--- src/hdl/sensor_hub_pkg.sv ---
package sensor_hub_pkg;

    // Address map, 128K byte aperture
    localparam int ADDR_W     = 17;
    localparam int REGION_LSB = 12;

    localparam logic [ADDR_W-1:0] REG_BASE   = 17'h00000;
    localparam logic [ADDR_W-1:0] DPORT_BASE = 17'h11000;

    // Register word indices, address bits 8:2
    localparam logic [6:0] REG_ID_ADR        = 7'h0;
    localparam logic [6:0] REG_REV_ADR       = 7'h1;
    localparam logic [6:0] REG_FIFO_RST_ADR  = 7'h2;
    localparam logic [6:0] REG_SENSOR_EN_ADR = 7'h3;
    localparam logic [6:0] REG_STATUS_ADR    = 7'h4;
    localparam logic [6:0] REG_SCRATCH_ADR   = 7'h5;

    localparam logic [31:0] DEVICE_ID        = 32'h0000_5E45;
    localparam logic [31:0] REV_LEVEL        = 32'h0000_0100;
    localparam logic [31:0] SCRATCH_RESET    = 32'h1234_5678;
    localparam logic [31:0] DEF_REG_VALUE    = 32'hFABD_EFAC; // Hole in register space
    localparam logic [31:0] BAD_READ_VALUE   = 32'hBADF_ABAC; // Unmapped region
    localparam logic [31:0] EMPTY_READ_VALUE = 32'hDEFF_ABAC; // Data port with no samples

    localparam int DEFAULT_TIMEOUT = 7; // Cycles until an unmapped access is acked

    typedef struct packed {
        logic [ADDR_W-1:0] adr;
        logic [3:0]        sel;
        logic              we;
        logic              cyc;
        logic              stb;
        logic [31:0]       dat;
    } wb_req_t;

    typedef struct packed {
        logic [31:0] dat;
        logic        ack;
    } wb_rsp_t;

    typedef enum logic [1:0] {REGION_REGS, REGION_DPORT, REGION_NONE} region_t;
    typedef enum logic [1:0] {SEQ_IDLE, SEQ_START, SEQ_WAIT} seq_state_t;
    typedef enum logic [1:0] {SPI_IDLE, SPI_SHIFT, SPI_END} spi_state_t;

    // Read back as the STATUS register
    typedef struct packed {
        logic       overrun;
        logic       empty;
        logic       full;
        logic [8:0] level;
    } fifo_status_t;

endpackage

--- src/hdl/wb_addr_decode.sv ---
`timescale 1ns/1ps

module wb_addr_decode
    import sensor_hub_pkg::*;
(
    input  logic    wbs_clk_i,
    input  logic    rst_i,
    input  wb_req_t wb_req_i,
    input  wb_rsp_t regs_rsp_i,
    output logic    reg_sel_o,
    output logic    dport_sel_o,
    output wb_rsp_t wb_rsp_o
);

    localparam logic [2:0] TMO_LAST = 3'(DEFAULT_TIMEOUT - 1);

    region_t    region;
    logic       bus_req;
    logic       none_sel;
    logic [2:0] tmo_cnt;
    logic       def_ack;

    always_comb
    begin
        if (wb_req_i.adr[ADDR_W-1:REGION_LSB] == REG_BASE[ADDR_W-1:REGION_LSB])
            region = REGION_REGS;
        else if (wb_req_i.adr[ADDR_W-1:REGION_LSB] == DPORT_BASE[ADDR_W-1:REGION_LSB])
            region = REGION_DPORT;
        else
            region = REGION_NONE;
    end

    assign bus_req     = wb_req_i.cyc & wb_req_i.stb;
    assign reg_sel_o   = bus_req && (region == REGION_REGS);
    assign dport_sel_o = bus_req && (region == REGION_DPORT);
    assign none_sel    = bus_req && (region == REGION_NONE);

    // Nobody answers an unmapped access, so time it out here
    always_ff @(posedge wbs_clk_i)
    begin
        if (rst_i)
        begin
            tmo_cnt <= '0;
            def_ack <= 1'b0;
        end
        else
        begin
            def_ack <= 1'b0;
            if (!wb_req_i.stb)
                tmo_cnt <= '0;  // Restart on every new access
            else if (none_sel && !def_ack)
            begin
                if (tmo_cnt == TMO_LAST)
                begin
                    def_ack <= 1'b1;
                    tmo_cnt <= '0;
                end
                else
                    tmo_cnt <= tmo_cnt + 1'b1;
            end
        end
    end

    always_comb
    begin
        wb_rsp_o.ack = regs_rsp_i.ack | def_ack;
        wb_rsp_o.dat = (region == REGION_NONE) ? BAD_READ_VALUE : regs_rsp_i.dat;
    end

    // Merged ack from either source stays inside a live bus cycle
    a_ack_in_cycle: assert property (@(posedge wbs_clk_i) disable iff (rst_i)
        wb_rsp_o.ack |-> (wb_req_i.cyc && wb_req_i.stb));

endmodule

--- src/hdl/fabric_regs.sv ---
`timescale 1ns/1ps

module fabric_regs
    import sensor_hub_pkg::*;
#(
    parameter int FIFO_DEPTH_LOG2 = 3
)
(
    input  logic         wbs_clk_i,
    input  logic         rst_i,
    input  wb_req_t      wb_req_i,
    input  logic         reg_sel_i,
    input  logic         dport_sel_i,
    output wb_rsp_t      wb_rsp_o,
    output logic         sensor_en_o,
    output logic         fifo_clr_o,
    output logic         fifo_pop_o,
    input  fifo_status_t fifo_status_i,
    input  logic [31:0]  fifo_data_i
);

    // STATUS level field is 9 bits wide
    if (FIFO_DEPTH_LOG2 > 8)
    begin : g_depth_check
        $error("FIFO depth does not fit the STATUS level field");
    end

    logic [6:0]  reg_idx;
    logic        ack_q;
    logic        reg_wr;
    logic [31:0] scratch_q;
    logic        sensor_en_q;

    assign reg_idx = wb_req_i.adr[8:2];
    assign reg_wr  = reg_sel_i & wb_req_i.we & ack_q; // Commit on the ack edge

    always_ff @(posedge wbs_clk_i)
    begin
        if (rst_i)
        begin
            ack_q       <= 1'b0;
            sensor_en_q <= 1'b0;
            scratch_q   <= SCRATCH_RESET;
        end
        else
        begin
            ack_q <= (reg_sel_i | dport_sel_i) & ~ack_q;  // Single-cycle ack
            if (reg_wr && reg_idx == REG_SENSOR_EN_ADR && wb_req_i.sel[0])
                sensor_en_q <= wb_req_i.dat[0];
            if (reg_wr && reg_idx == REG_SCRATCH_ADR)
            begin
                for (int b = 0; b < 4; b++)
                begin
                    if (wb_req_i.sel[b])
                        scratch_q[8*b +: 8] <= wb_req_i.dat[8*b +: 8];
                end
            end
        end
    end

    assign fifo_clr_o  = reg_wr && (reg_idx == REG_FIFO_RST_ADR);
    assign fifo_pop_o  = dport_sel_i & ~wb_req_i.we & ack_q & ~fifo_status_i.empty;
    assign sensor_en_o = sensor_en_q;

    always_comb
    begin
        wb_rsp_o.ack = ack_q;
        if (dport_sel_i)
            wb_rsp_o.dat = fifo_status_i.empty ? EMPTY_READ_VALUE : fifo_data_i;
        else
        begin
            case (reg_idx)
                REG_ID_ADR:        wb_rsp_o.dat = DEVICE_ID;
                REG_REV_ADR:       wb_rsp_o.dat = REV_LEVEL;
                REG_SENSOR_EN_ADR: wb_rsp_o.dat = {31'b0, sensor_en_q};
                REG_STATUS_ADR:    wb_rsp_o.dat = {20'b0, fifo_status_i};
                REG_SCRATCH_ADR:   wb_rsp_o.dat = scratch_q;
                default:           wb_rsp_o.dat = DEF_REG_VALUE;
            endcase
        end
    end

    // Pop only for a data-port read held since the previous cycle
    a_pop_after_request: assert property (@(posedge wbs_clk_i) disable iff (rst_i)
        fifo_pop_o |-> $past(dport_sel_i && !wb_req_i.we));

endmodule

--- src/hdl/sample_fifo.sv ---
`timescale 1ns/1ps

module sample_fifo
    import sensor_hub_pkg::*;
#(
    parameter int FIFO_DEPTH_LOG2 = 3
)
(
    input  logic         wbs_clk_i,
    input  logic         rst_i,
    input  logic         clr_i,
    input  logic         push_i,
    input  logic [31:0]  data_i,
    input  logic         pop_i,
    output logic [31:0]  data_o,
    output fifo_status_t status_o
);

    localparam int DEPTH = 1 << FIFO_DEPTH_LOG2;

    logic [31:0]                mem [DEPTH];
    logic [FIFO_DEPTH_LOG2-1:0] wr_ptr;
    logic [FIFO_DEPTH_LOG2-1:0] rd_ptr;
    logic [FIFO_DEPTH_LOG2:0]   count;
    logic                       full;
    logic                       empty;
    logic                       overrun_q;
    logic                       push_ok;
    logic                       pop_ok;

    assign full    = (count == (FIFO_DEPTH_LOG2+1)'(DEPTH));
    assign empty   = (count == '0);
    assign push_ok = push_i & ~full;  // Sensor is never stalled, excess is lost
    assign pop_ok  = pop_i & ~empty;

    always_ff @(posedge wbs_clk_i)
    begin
        if (rst_i || clr_i)
        begin
            wr_ptr    <= '0;
            rd_ptr    <= '0;
            count     <= '0;
            overrun_q <= 1'b0;
        end
        else
        begin
            if (push_ok)
                wr_ptr <= wr_ptr + 1'b1;
            if (pop_ok)
                rd_ptr <= rd_ptr + 1'b1;
            if (push_ok && !pop_ok)
                count <= count + 1'b1;
            else if (pop_ok && !push_ok)
                count <= count - 1'b1;
            if (push_i && full)
                overrun_q <= 1'b1;  // Sticky until cleared
        end
    end

    always_ff @(posedge wbs_clk_i)
    begin
        if (push_ok)
            mem[wr_ptr] <= data_i;
    end

    assign data_o = mem[rd_ptr];  // First-word view of the head

    always_comb
    begin
        status_o.overrun = overrun_q;
        status_o.empty   = empty;
        status_o.full    = full;
        status_o.level   = 9'(count);
    end

endmodule

--- src/hdl/acq_sequencer.sv ---
`timescale 1ns/1ps

module acq_sequencer
    import sensor_hub_pkg::*;
(
    input  logic wbs_clk_i,
    input  logic rst_i,
    input  logic sensor_en_i,
    input  logic spi_done_i,
    output logic spi_start_o
);

    seq_state_t state_q;
    seq_state_t state_d;

    always_comb
    begin
        state_d = state_q;
        case (state_q)
            SEQ_IDLE:
                if (sensor_en_i)
                    state_d = SEQ_START;
            SEQ_START:
                state_d = SEQ_WAIT;  // One-cycle start pulse
            SEQ_WAIT:
                // Disable lets the running word finish first
                if (spi_done_i)
                    state_d = sensor_en_i ? SEQ_START : SEQ_IDLE;
            default:
                state_d = SEQ_IDLE;
        endcase
    end

    always_ff @(posedge wbs_clk_i)
    begin
        if (rst_i)
            state_q <= SEQ_IDLE;
        else
            state_q <= state_d;
    end

    assign spi_start_o = (state_q == SEQ_START);

endmodule

--- src/hdl/spi_deserializer.sv ---
`timescale 1ns/1ps

module spi_deserializer
    import sensor_hub_pkg::*;
#(
    parameter int SCLK_DIV = 2
)
(
    input  logic        wbs_clk_i,
    input  logic        rst_i,
    input  logic        spi_start_i,
    output logic        spi_done_o,
    output logic        cs_n_o,
    output logic        sclk_o,
    input  logic        sdata_i,
    output logic [31:0] sample_data_o,
    output logic        sample_push_o
);

    localparam int DIV_W = $clog2(SCLK_DIV + 1);

    spi_state_t  state_q;
    logic [DIV_W-1:0] div_cnt;
    logic [4:0]  bit_cnt;
    logic        sclk_q;
    logic        cs_n_q;
    logic        div_done;
    logic [31:0] shift_q;

    assign div_done = (div_cnt == DIV_W'(SCLK_DIV - 1)); // End of a half period

    always_ff @(posedge wbs_clk_i)
    begin
        if (rst_i)
        begin
            state_q <= SPI_IDLE;
            div_cnt <= '0;
            bit_cnt <= '0;
            sclk_q  <= 1'b0;
            cs_n_q  <= 1'b1;
        end
        else
        begin
            case (state_q)
                SPI_IDLE:
                    if (spi_start_i)
                    begin
                        state_q <= SPI_SHIFT;
                        cs_n_q  <= 1'b0;
                    end
                SPI_SHIFT:
                    if (div_done)
                    begin
                        div_cnt <= '0;
                        sclk_q  <= ~sclk_q;
                        if (sclk_q)  // Falling edge closes a bit
                        begin
                            bit_cnt <= bit_cnt + 1'b1;
                            if (bit_cnt == 5'd31)
                            begin
                                state_q <= SPI_END;
                                cs_n_q  <= 1'b1;
                            end
                        end
                    end
                    else
                        div_cnt <= div_cnt + 1'b1;
                default:
                    state_q <= SPI_IDLE;  // SPI_END lasts one cycle
            endcase
        end
    end

    // Sample where sclk is raised, MSB arrives first
    always_ff @(posedge wbs_clk_i)
    begin
        if (state_q == SPI_SHIFT && div_done && !sclk_q)
            shift_q <= {shift_q[30:0], sdata_i};
    end

    assign spi_done_o    = (state_q == SPI_END);
    assign sample_push_o = (state_q == SPI_END);  // Word goes to the FIFO with done
    assign sample_data_o = shift_q;
    assign cs_n_o        = cs_n_q;
    assign sclk_o        = sclk_q;

    a_sclk_in_frame: assert property (@(posedge wbs_clk_i) disable iff (rst_i)
        $changed(sclk_o) |-> $past(!cs_n_o));

endmodule

--- src/hdl/sensor_hub_top.sv ---
`timescale 1ns/1ps

module sensor_hub_top
    import sensor_hub_pkg::*;
#(
    parameter int FIFO_DEPTH_LOG2 = 3,
    parameter int SCLK_DIV        = 2
)
(
    input  logic    wbs_clk_i,
    input  logic    rst_i,
    input  wb_req_t wb_req_i,
    output wb_rsp_t wb_rsp_o,
    output logic    cs_n_o,
    output logic    sclk_o,
    input  logic    sdata_i
);

    wb_rsp_t      regs_rsp;
    logic         reg_sel;
    logic         dport_sel;
    logic         sensor_en;
    logic         fifo_clr;
    logic         fifo_pop;
    fifo_status_t fifo_status;
    logic [31:0]  fifo_head;
    logic         spi_start;
    logic         spi_done;
    logic [31:0]  sample_data;
    logic         sample_push;

    wb_addr_decode u_wb_addr_decode (
        .wbs_clk_i   (wbs_clk_i),
        .rst_i       (rst_i),
        .wb_req_i    (wb_req_i),
        .regs_rsp_i  (regs_rsp),
        .reg_sel_o   (reg_sel),
        .dport_sel_o (dport_sel),
        .wb_rsp_o    (wb_rsp_o)
    );

    fabric_regs #(.FIFO_DEPTH_LOG2(FIFO_DEPTH_LOG2)) u_fabric_regs (
        .wbs_clk_i     (wbs_clk_i),
        .rst_i         (rst_i),
        .wb_req_i      (wb_req_i),
        .reg_sel_i     (reg_sel),
        .dport_sel_i   (dport_sel),
        .wb_rsp_o      (regs_rsp),
        .sensor_en_o   (sensor_en),
        .fifo_clr_o    (fifo_clr),
        .fifo_pop_o    (fifo_pop),
        .fifo_status_i (fifo_status),
        .fifo_data_i   (fifo_head)
    );

    sample_fifo #(.FIFO_DEPTH_LOG2(FIFO_DEPTH_LOG2)) u_sample_fifo (
        .wbs_clk_i (wbs_clk_i),
        .rst_i     (rst_i),
        .clr_i     (fifo_clr),
        .push_i    (sample_push),
        .data_i    (sample_data),
        .pop_i     (fifo_pop),
        .data_o    (fifo_head),
        .status_o  (fifo_status)
    );

    acq_sequencer u_acq_sequencer (
        .wbs_clk_i   (wbs_clk_i),
        .rst_i       (rst_i),
        .sensor_en_i (sensor_en),
        .spi_done_i  (spi_done),
        .spi_start_o (spi_start)
    );

    spi_deserializer #(.SCLK_DIV(SCLK_DIV)) u_spi_deserializer (
        .wbs_clk_i     (wbs_clk_i),
        .rst_i         (rst_i),
        .spi_start_i   (spi_start),
        .spi_done_o    (spi_done),
        .cs_n_o        (cs_n_o),
        .sclk_o        (sclk_o),
        .sdata_i       (sdata_i),
        .sample_data_o (sample_data),
        .sample_push_o (sample_push)
    );

endmodule

--- config.mk ---
export PLATFORM = sky130hd
export DESIGN_NAME = sensor_hub_top
export DESIGN_NICKNAME = d
export VERILOG_FILES = /design/src/hdl/sensor_hub_pkg.sv /design/src/hdl/wb_addr_decode.sv /design/src/hdl/fabric_regs.sv /design/src/hdl/sample_fifo.sv /design/src/hdl/acq_sequencer.sv /design/src/hdl/spi_deserializer.sv /design/src/hdl/sensor_hub_top.sv
export SDC_FILE = /design/constraint.sdc
export NUM_CORES = 1
export LEC_CHECK = 0
export BUFFER_PORTS_ARGS = -buffer_cell sky130_fd_sc_hd__buf_2
export CORE_ASPECT_RATIO = 0.7
export CORE_MARGIN = 1
export CORE_UTILIZATION = 60
export DETAILED_ROUTE_END_ITERATION = 12
export GPL_TIMING_DRIVEN = 0
export PLACE_DENSITY = 0.82
export SLEW_MARGIN = 20
export SYNTH_ARGS = -nofsm -noshare
export SYNTH_HDL_FRONTEND = slang
export SYNTH_SLANG_ARGS = --single-unit
--- constraint.sdc ---
create_clock -name wbs_clk_i -period 8.2 [get_ports wbs_clk_i]
set_input_delay 1.23 -clock wbs_clk_i [delete_from_list [all_inputs] [get_ports wbs_clk_i]]
set_output_delay 1.23 -clock wbs_clk_i [all_outputs]
set_load 0.03 [all_outputs]
# Word level (Yosys, flattened, before mapping)
# Memories as Yosys holds them, arrays and structs flattened. A register that Yosys moved wholly into a read port is not among the register bits.
# Cells that the tools add are included.
dict set report classes {
  n_addsub 7
  n_mux 29
  bitwise_logic 18
  n_eq_ne 22
  n_reduce_logical 37
}
# operator count
set op_table {}
lappend op_table {{$pmux W32 S5} 1}
lappend op_table {{$mux W32} 3}
lappend op_table {{$mux W2} 9}
lappend op_table {{$eq A7 B2 Y1 const B} 2}
lappend op_table {{$eq A7 B3 Y1 const B} 2}
lappend op_table {{$logic_and A1 B1 Y1} 13}
lappend op_table {{$reduce_and A2 Y1} 6}
lappend op_table {{$eq A5 B5 Y1 const B} 2}
lappend op_table {{$add A3 B1 Y3 const B} 3}
lappend op_table {{$and A1 B1 Y1} 9}
lappend op_table {{$mux W3} 3}
lappend op_table {{$eq A2 B1 Y1 const B} 4}
lappend op_table {{$mux W1} 8}
lappend op_table {{$mux W4} 2}
lappend op_table {{$eq A7 B1 Y1 const B} 1}
lappend op_table {{$logic_not A7 Y1} 1}
lappend op_table {{$not A1 Y1} 7}
lappend op_table {{$eq A2 B2 Y1 const B} 3}
lappend op_table {{$logic_not A2 Y1} 3}
lappend op_table {{$ne A2 B1 Y1 const B} 3}
lappend op_table {{$ne A2 B2 Y1 const B} 3}
lappend op_table {{$pmux W2 S3} 1}
lappend op_table {{$add A5 B1 Y5 const B} 1}
lappend op_table {{$logic_not A5 Y1} 1}
lappend op_table {{17 further kinds} 22}
dict set report word_totals {
  memories 1
  ram_bits 256
  in_bits 59
  output_inout_bits 35
  register_bits 94
  word_cells 133
}
# name depth word_bits rd rd_ports_with_merged_regs write_ports line_no
set mem_list {}
lappend mem_list {u_sample_fifo.mem 8 32 1 1 1 sample_fifo.sv:21} ;# logic [31:0] mem [DEPTH];

# Depth between registers and ports, before layout
# Gate-level depths: netlist of the first run.
dict set report logic_depth {
  ltp_word 12
  depth_mapped 11
  mapped_depth_nobuf 10
}

# Hierarchy
# From an unflattened synthesis of the first run, not the netlist that was laid out.
dict set report unflattened {
  cells_unflattened 911
  area_unflattened_um2 14904.3
}
# module seq_area_each_um2 area_per_inst_um2 n_inst cells_each
set by_module_without_submodules {}
lappend by_module_without_submodules {sample_fifo 7967.6 10530.1 1 457}
lappend by_module_without_submodules {fabric_regs 680.7 2321.0 1 289}
lappend by_module_without_submodules {spi_deserializer 1181.1 1475.2 1 89}
lappend by_module_without_submodules {wb_addr_decode 80.1 490.5 1 68}
lappend by_module_without_submodules {acq_sequencer 40.0 87.6 1 8}

# Worst setup path before layout of the first run
# Ideal clock, no wire load.
dict set report synth_timing {
  path_type {input to output}
  from {input port wb_req_i[44] in the netlist's numbering}
  to {output port wb_rsp_o[11] in the netlist's numbering}
  stages 6
  path_buffers 2
  arrival_time_ns 3.042
  required_ns 6.970
  slack_ns 3.928
  cell_sequence {nor4_2 > buf_4 > and2_0 > clkbuf_1 > a211oi_1 > nor4_1}
}
# element line_no
set synth_lines {}
lappend synth_lines {{from (decl)} sensor_hub_top.sv:12} ;# input wb_req_t wb_req_i,
lappend synth_lines {{to (decl)} sensor_hub_top.sv:13} ;# output wb_rsp_t wb_rsp_o,

==> flow_summary.ini, run 1 <==
[timing]
skew_ns = 0.0152
hold_ws_ns = 0.446
rsz0062_at_grt = false
slew_viol_final = 0
period_needed_ns = 4.51
maxSlewHeadroom = 0.459
fmax_ghz = 0.222
hold_viol = 0
period_share = 0.550
tightest_slew_ns = 0.808
layout_setup_ws_ns = 3.69
tns_ns = 0
setup_viol = 0

[placed_design]
placed_area_sq_um = 15400
gp_congestion = 0.947
port_buffers = 83
dp_hpwl_mm = 23.2
dp_slack_ns = 3.85
dp.cells = 1284

[drt]
vias = 8772
ant_nets = 0
wl_per_cell_um = 26.5
drcViolationCount = 0
first_pass_iters = 5
drt-initial-drc-count = 1128
drt_wl_total_mm = 35.5
vias_per_cell = 6.54

[clock_network]
cts_buffers = 30
clock_path_buffers = 3
ctsRootBufferMaster = clkbuf_16
post_cts_buffers = 0
clk_latency_ns = 0.56
ctsResizeCount = 0
hold_buffers = 0
cts_max_level = 1
clk_transition_reported_paths_ns = 0.06
cts_tree = yes
cts.sinks = 353

[worst_setup_path]
crit_chain = buf_2, nor4_2, buf_4, and2_0, clkbuf_1, a211oi_1, nor4_1, buf_2
crit_fanout = 10
crit_slowest_cell = nor4_2
cp_top_family = simple AND/OR/NAND/NOR gates
rrSetupSlack_ns = 5.41
slowest_delay_ns = 0.51
crit_path_frequent_cell = buf_2
cp-start-kind = input port
cp_num_buf_inv = 4
crit_path_end_kind = output pin
required_ns = 6.97
arrival_ns = 3.28
crit_type = input port to output pin

[pwr]
seqPwrFrac = 0.556
switchingPower_uw = 671
p_comb_frac = 0.015
irDropWorstVdd_uv = 184
p_int_mw = 2.76
p_sw_frac = 0.195
power_density_nw_per_um2 = 209
p_clk_frac = 0.429
p_leak_nw = 5.30

[synth]
yosys.area.top_type = edfxtp_1
synth_edf_count = 288
synthTopCellsByArea = edfxtp_1 61%, mux4_2 9.9%, dfxtp_1 9.1%
ys_seq_area_frac = 0.697
synth.distinct_cells = 63
syn_area_per_cell_sq_um = 16.4
synthCells = 871
synth_seq_cells = 353
yosys_warnings = 0
synth_top_area_frac = 0.606
syn_area_sq_um = 14300
syn_nets = 938
async_reset_ff_frac = 0
synth_ff_type = edfxtp_1

[min_path]
hold_class = register to register

[global_routing]
gr-total-overflow = 0
grt_max_degree = 22
grt_antenna_before_repair = 2
grt_pass1_vias = 8509
grt_usage = 0.297
grt_pass1_wl_mm = 52.6

[final_layout]
areaGrowthSynthToFinish_pct = 15.4
fin_cells = 1341
finalNetCount = 1071
final_cell_mix = 288 x edfxtp_1, 101 x buf_2, 65 x dfxtp_1, 63 x mux4_2, 59 x a21oi_1
drive_gt1_frac = 0.268
final_cell_area_sq_um = 16500
final_common_cell = edfxtp_1

[floorplan]
ios = 94
start_util = 0.621
rows = 46
die_y_um = 131
core-area_sq_um = 23000
die_w_um = 186
dieArea_sq_um = 24400

[outcome]
status = finished clean

[flow_run]
max_cap_viol_count = 0
## sequential cells by signal, indices dropped and copies added, names as in the netlist, 2 cells and up, named ones only
name / cells
u_sample_fifo.mem: 256
u_spi_deserializer.bit_cnt: 5
u_spi_deserializer.sample_data_o: 32
u_fabric_regs.scratch_q: 32
u_sample_fifo.rd_ptr: 3
u_sample_fifo.count: 4
u_spi_deserializer.state_q: 2
u_wb_addr_decode.tmo_cnt: 3
u_sample_fifo.wr_ptr: 3
u_acq_sequencer.state_q: 2
u_spi_deserializer.div_cnt: 2
## per-layer routing
metal,GRT usage,wire length (um),vias up
li1,-,-,3750
met1,0.411,14300,4410
met2,0.472,16400,548
met3,0.0745,3950,62
met4,0.0943,859,2
met5,0,13,-
## synth_stat cells (all sizes together), types with 8 or more instances
library cell and n:
o21ai 43, edfxtp 288, nand3 20, nand2 30, buf 37, o31ai 8
nor2 34, nand4 31, a211oi 18, nor2b 22, dfxtp 65, a21oi 59
mux2i 23, clkbuf 17, mux4 63
## worst register-to-register path, cell delays in order, from the launching register on
cell and delay [ns]:
dfxtp_1 0.48, nor4b_1 0.53, nor2_1 0.20, ha_1 0.28, inv_1 0.15, ha_1 0.25, a21o_1 0.20, a2111o_1 0.41
nand4_1 0.09, a21oi_1 0.06
## kinds of logic after synthesis
group / Yosys count / share of synthesized area
xor gates and xnor gates: 11 / 0.00675
AOI/OAI and AO/OA: 156 / 0.0669
DFF: 353 / 0.697
muxes: 93 / 0.121
buffers and inverters: 61 / 0.0243
and+or+nand+nor: 189 / 0.0763
adders and majority gates: 8 / 0.00754
## power by group through the flow
stage / Clock, mW / Combinational (mW) / Sequential [mW]
floorplan: 0 / 0.0270 / 1.95
global placement: 0 / 0.0504 / 1.95
detailed placement: 0 / 0.0511 / 1.95
CTS: 1.49 / 0.0517 / 1.91
global route: 1.54 / 0.0564 / 1.91
finish: 1.47 / 0.0529 / 1.91
## worst paths after layout
path | startpoint | to | cells past startpoint
max | wb_req_i[44] | wb_rsp_o[11] | 8
min | u_spi_deserializer.div_cnt[1] | u_spi_deserializer.div_cnt[1] | 2
min reg2reg | u_spi_deserializer.div_cnt[1] | u_spi_deserializer.div_cnt[1] | 2
max reg2reg | u_sample_fifo.count[3] | u_sample_fifo.count[3] | 9
## layout make-up
cell class,instances,area (sq um)
sequential,353,9950
fill,1428,6500
multi-input combinational,457,4040
clock buffer,36,773
timing repair buffer,101,716
tap,312,390
buffer,54,320
clock inverter,20,248
inverter,7,26.3
antenna,1,2.50
## metrics by stage
stage / utilization / total power, mW
finish: 0.717 / 3.43
global route: 0.717 / 3.51
CTS: 0.717 / 3.45
detailed placement: 0.672 / 2.00
global placement: 0.657 / 2.00
floorplan: - / 1.98
(Power assumes the default switching activity.)
==> inputs of run 2 (changes only) <==
--- a/config.mk
+++ b/config.mk
@@ -5,13 +5,14 @@
 export SDC_FILE = /design/constraint.sdc
 export NUM_CORES = 1
 export LEC_CHECK = 0
+export ABC_AREA = 1
 export BUFFER_PORTS_ARGS = -buffer_cell sky130_fd_sc_hd__buf_2
 export CORE_ASPECT_RATIO = 0.7
 export CORE_MARGIN = 1
-export CORE_UTILIZATION = 60
+export CORE_UTILIZATION = 55
 export DETAILED_ROUTE_END_ITERATION = 12
 export GPL_TIMING_DRIVEN = 0
-export PLACE_DENSITY = 0.82
+export PLACE_DENSITY = 0.79
 export SLEW_MARGIN = 20
 export SYNTH_ARGS = -nofsm -noshare
 export SYNTH_HDL_FRONTEND = slang
==> constraint.sdc (replaced) <==
create_clock -name wbs_clk_i -period 4 [get_ports wbs_clk_i]
set_input_delay 0.6 -clock wbs_clk_i [delete_from_list [all_inputs] [get_ports wbs_clk_i]]
set_output_delay 0.6 -clock wbs_clk_i [all_outputs]
set_load 0.03 [all_outputs]
==> run 2 against run 1 <==
  * Global-route usage hardly changed
  * Via count is 30% higher
  * Clock skew is 0.00050 ns higher
  * Hold slack worse by 0.24 ns
  * Synthesized cell count is 68% higher
  * Setup slack worse by 3.3 ns
  * First-iteration DRC count is 28% higher
  * Sequential share of layout area is 2.3 points lower
  * Critical path depth is 1 higher
  * Largest power group unchanged
  * Highest routed layer is now met4
==> flow_summary.ini, run 2 <==
[synth]
yosys_warnings = 0
syn_area_sq_um = 14900
yosys.area.top_type = edfxtp_1
netlist_top_cells_count = 445 x nand2_1, 288 x edfxtp_1, 207 x nand3_1
synthCells = 1460
ys_seq_area_frac = 0.669
syn_nets = 1527
yosysMostFrequentCell = nand2_1
synth.distinct_cells = 40
synth_seq_cells = 353
async_reset_ff_frac = 0
synth_ff_type = edfxtp_1
syn_area_per_cell_sq_um = 10.2
synth_edf_count = 288
synthTopCellsByArea = edfxtp_1 58%, nand2_1 11%, dfxtp_1 8.7%
synth_top_area_frac = 0.581

[pwr]
p_clk_frac = 0.437
power_density_nw_per_um2 = 421
p_sw_frac = 0.195
switchingPower_mw = 1.41
seqPwrFrac = 0.547
p_comb_frac = 0.016
p_int_mw = 5.79
p_leak_nw = 6.73
irDropWorstVdd_uv = 347

[drt]
dr_wl_met3_mm = 5.62
wl_met1_mm = 16.3
drt_wl_total_mm = 40.6
wl_per_cell_um = 20.6
vias = 11400
wl_met2_mm = 17.7
drt-initial-drc-count = 1439
drcViolationCount = 0
ant_nets = 0
first_pass_iters = 5
vias_per_cell = 5.77
top_layer = met4

[final_layout]
largest_reg_flops = 256
regMostFlops = u_sample_fifo.mem
drive_gt1_frac = 0.135
areaGrowthSynthToFinish_pct = 15.0
finalNetCount = 1659
antennaDiodeCount = 0
final_common_cell = nand2_1
final_cell_mix = 445 x nand2_1, 288 x edfxtp_1, 207 x nand3_1, 142 x nor2_1, 116 x buf_2

[floorplan]
start_util = 0.570
ios = 94
die_y_um = 140
rows = 49
core-area_sq_um = 26100
die_w_um = 199
dieArea_sq_um = 27700

[worst_setup_path]
crit_path_end_kind = output pin
crit_slowest_cell = dfxtp_1
cp-start-kind = register
arrival_ns = 2.99
crit_type = register to output pin
required_ns = 3.40
crit_path_frequent_cell = nor2_1
crit_chain = nor2_1, nand3_1, inv_1, nor2_1, buf_2, nand2_1, nor2_1, a21oi_1, buf_2
crit_fanout = 10
rrSetupSlack_ns = 1.33
slowest_delay_ns = 0.45

[timing]
skew_ns = 0.0157
rsz0062_at_grt = false
period_needed_ns = 3.59
period_share = 0.898
layout_setup_ws_ns = 0.407
hold_viol = 0
maxSlewHeadroom = 0.390
slew_viol_final = 0
tns_ns = 0
tightest_slew_ns = 0.916
fmax_ghz = 0.278
setup_viol = 0

[flow_run]
max_cap_viol_count = 0

[global_routing]
grt_pass1_vias = 10600
grt_pass1_wl_mm = 60.6
grt_antenna_before_repair = 0
grt_max_degree = 22
grt_usage = 0.297
gr-total-overflow = 0

[placed_design]
dp_slack_ns = 0.916
port_buffers = 87
gp_congestion = 0.934
dp_hpwl_mm = 27.2

[min_path]
hold_class = input port to register

[clock_network]
clk_transition_reported_paths_ns = 0.07
ctsResizeCount = 0
cts_tree = yes
cts_buffers = 31
post_cts_buffers = 0
clock_path_buffers = 3
clk_latency_ns = 0.58
cts_max_level = 1
ctsRootBufferMaster = clkbuf_16
cts.sinks = 353
hold_buffers = 0

[outcome]
status = finished clean
[run 2: worst paths after layout]
| check | startpoint | end | cells after the start |
|---|---|---|---|
| max | u_sample_fifo.count[0] | wb_rsp_o[12] | 9 |
| max reg2reg | u_sample_fifo.count[0] | u_sample_fifo.count[3] | 14 |
| min | sdata_i | u_spi_deserializer.sample_data_o[0] | 1 |
| min reg2reg | u_spi_deserializer.div_cnt[1] | u_spi_deserializer.div_cnt[1] | 2 |
[run 2: kinds of logic after synthesis]
group,Yosys count,share of synthesized area
AO/OA/AOI/OAI,81,0.0294
flip-flops,353,0.669
AND/OR/NAND/NOR,849,0.244
XOR/XNOR,2,0.00118
adder cells (fa/ha/maj),8,0.00723
buffers and inverters,167,0.0490
[run 2: critical path: cells and delay by family, from the launching register on]
kind / cells / cell delay [ns]
compound gates: 1 / 0.09
buf+inv: 3 / 0.72
flops: 1 / 0.45
simple gates: 5 / 1.15
[run 2: metal layers]
metal  vias up  GRT usage
li1       5194          -
met1      5315      0.430
met2       799      0.439
met3        81     0.0805
met4         0     0.0943
met5         -          0
[run 2: through the flow]
| stage | area (sq um) | hold slack (ns) | util | total power, mW | cells |
|---|---|---|---|---|---|
| 2_1_floorplan | 14900 | 0.409 | - | 4.07 | 1460 |
| 3_3_place_gp | 15800 | 0.415 | 0.603 | 4.13 | 1904 |
| 3_5_place_dp | 16000 | 0.418 | 0.614 | 4.13 | 1916 |
| 4_1_cts | 17100 | 0.192 | 0.655 | 7.20 | 1974 |
| 5_1_grt | 17100 | 0.190 | 0.655 | 7.36 | 1974 |
| 6_report | 17100 | 0.206 | 0.655 | 7.20 | 1974 |
[run 2: area by class of cell]
type	count	area, sq um
Sequential cell	353	9950
Fill cell	1983	9010
Multi-Input combinational cell	940	4260
Clock buffer	41	853
Timing Repair Buffer	99	652
Tap cell	357	447
Inverter	97	369
Buffer	70	359
Clock inverter	17	216
[run 2: power by group through the flow]
stage,Sequential [mW],Combinational [mW],Clock [mW]
4_1_cts,3.94,0.115,3.15
2_1_floorplan,4.02,0.0575,0
6_report,3.94,0.117,3.14
5_1_grt,3.94,0.126,3.30
3_5_place_dp,4.02,0.114,0
3_3_place_gp,4.02,0.110,0
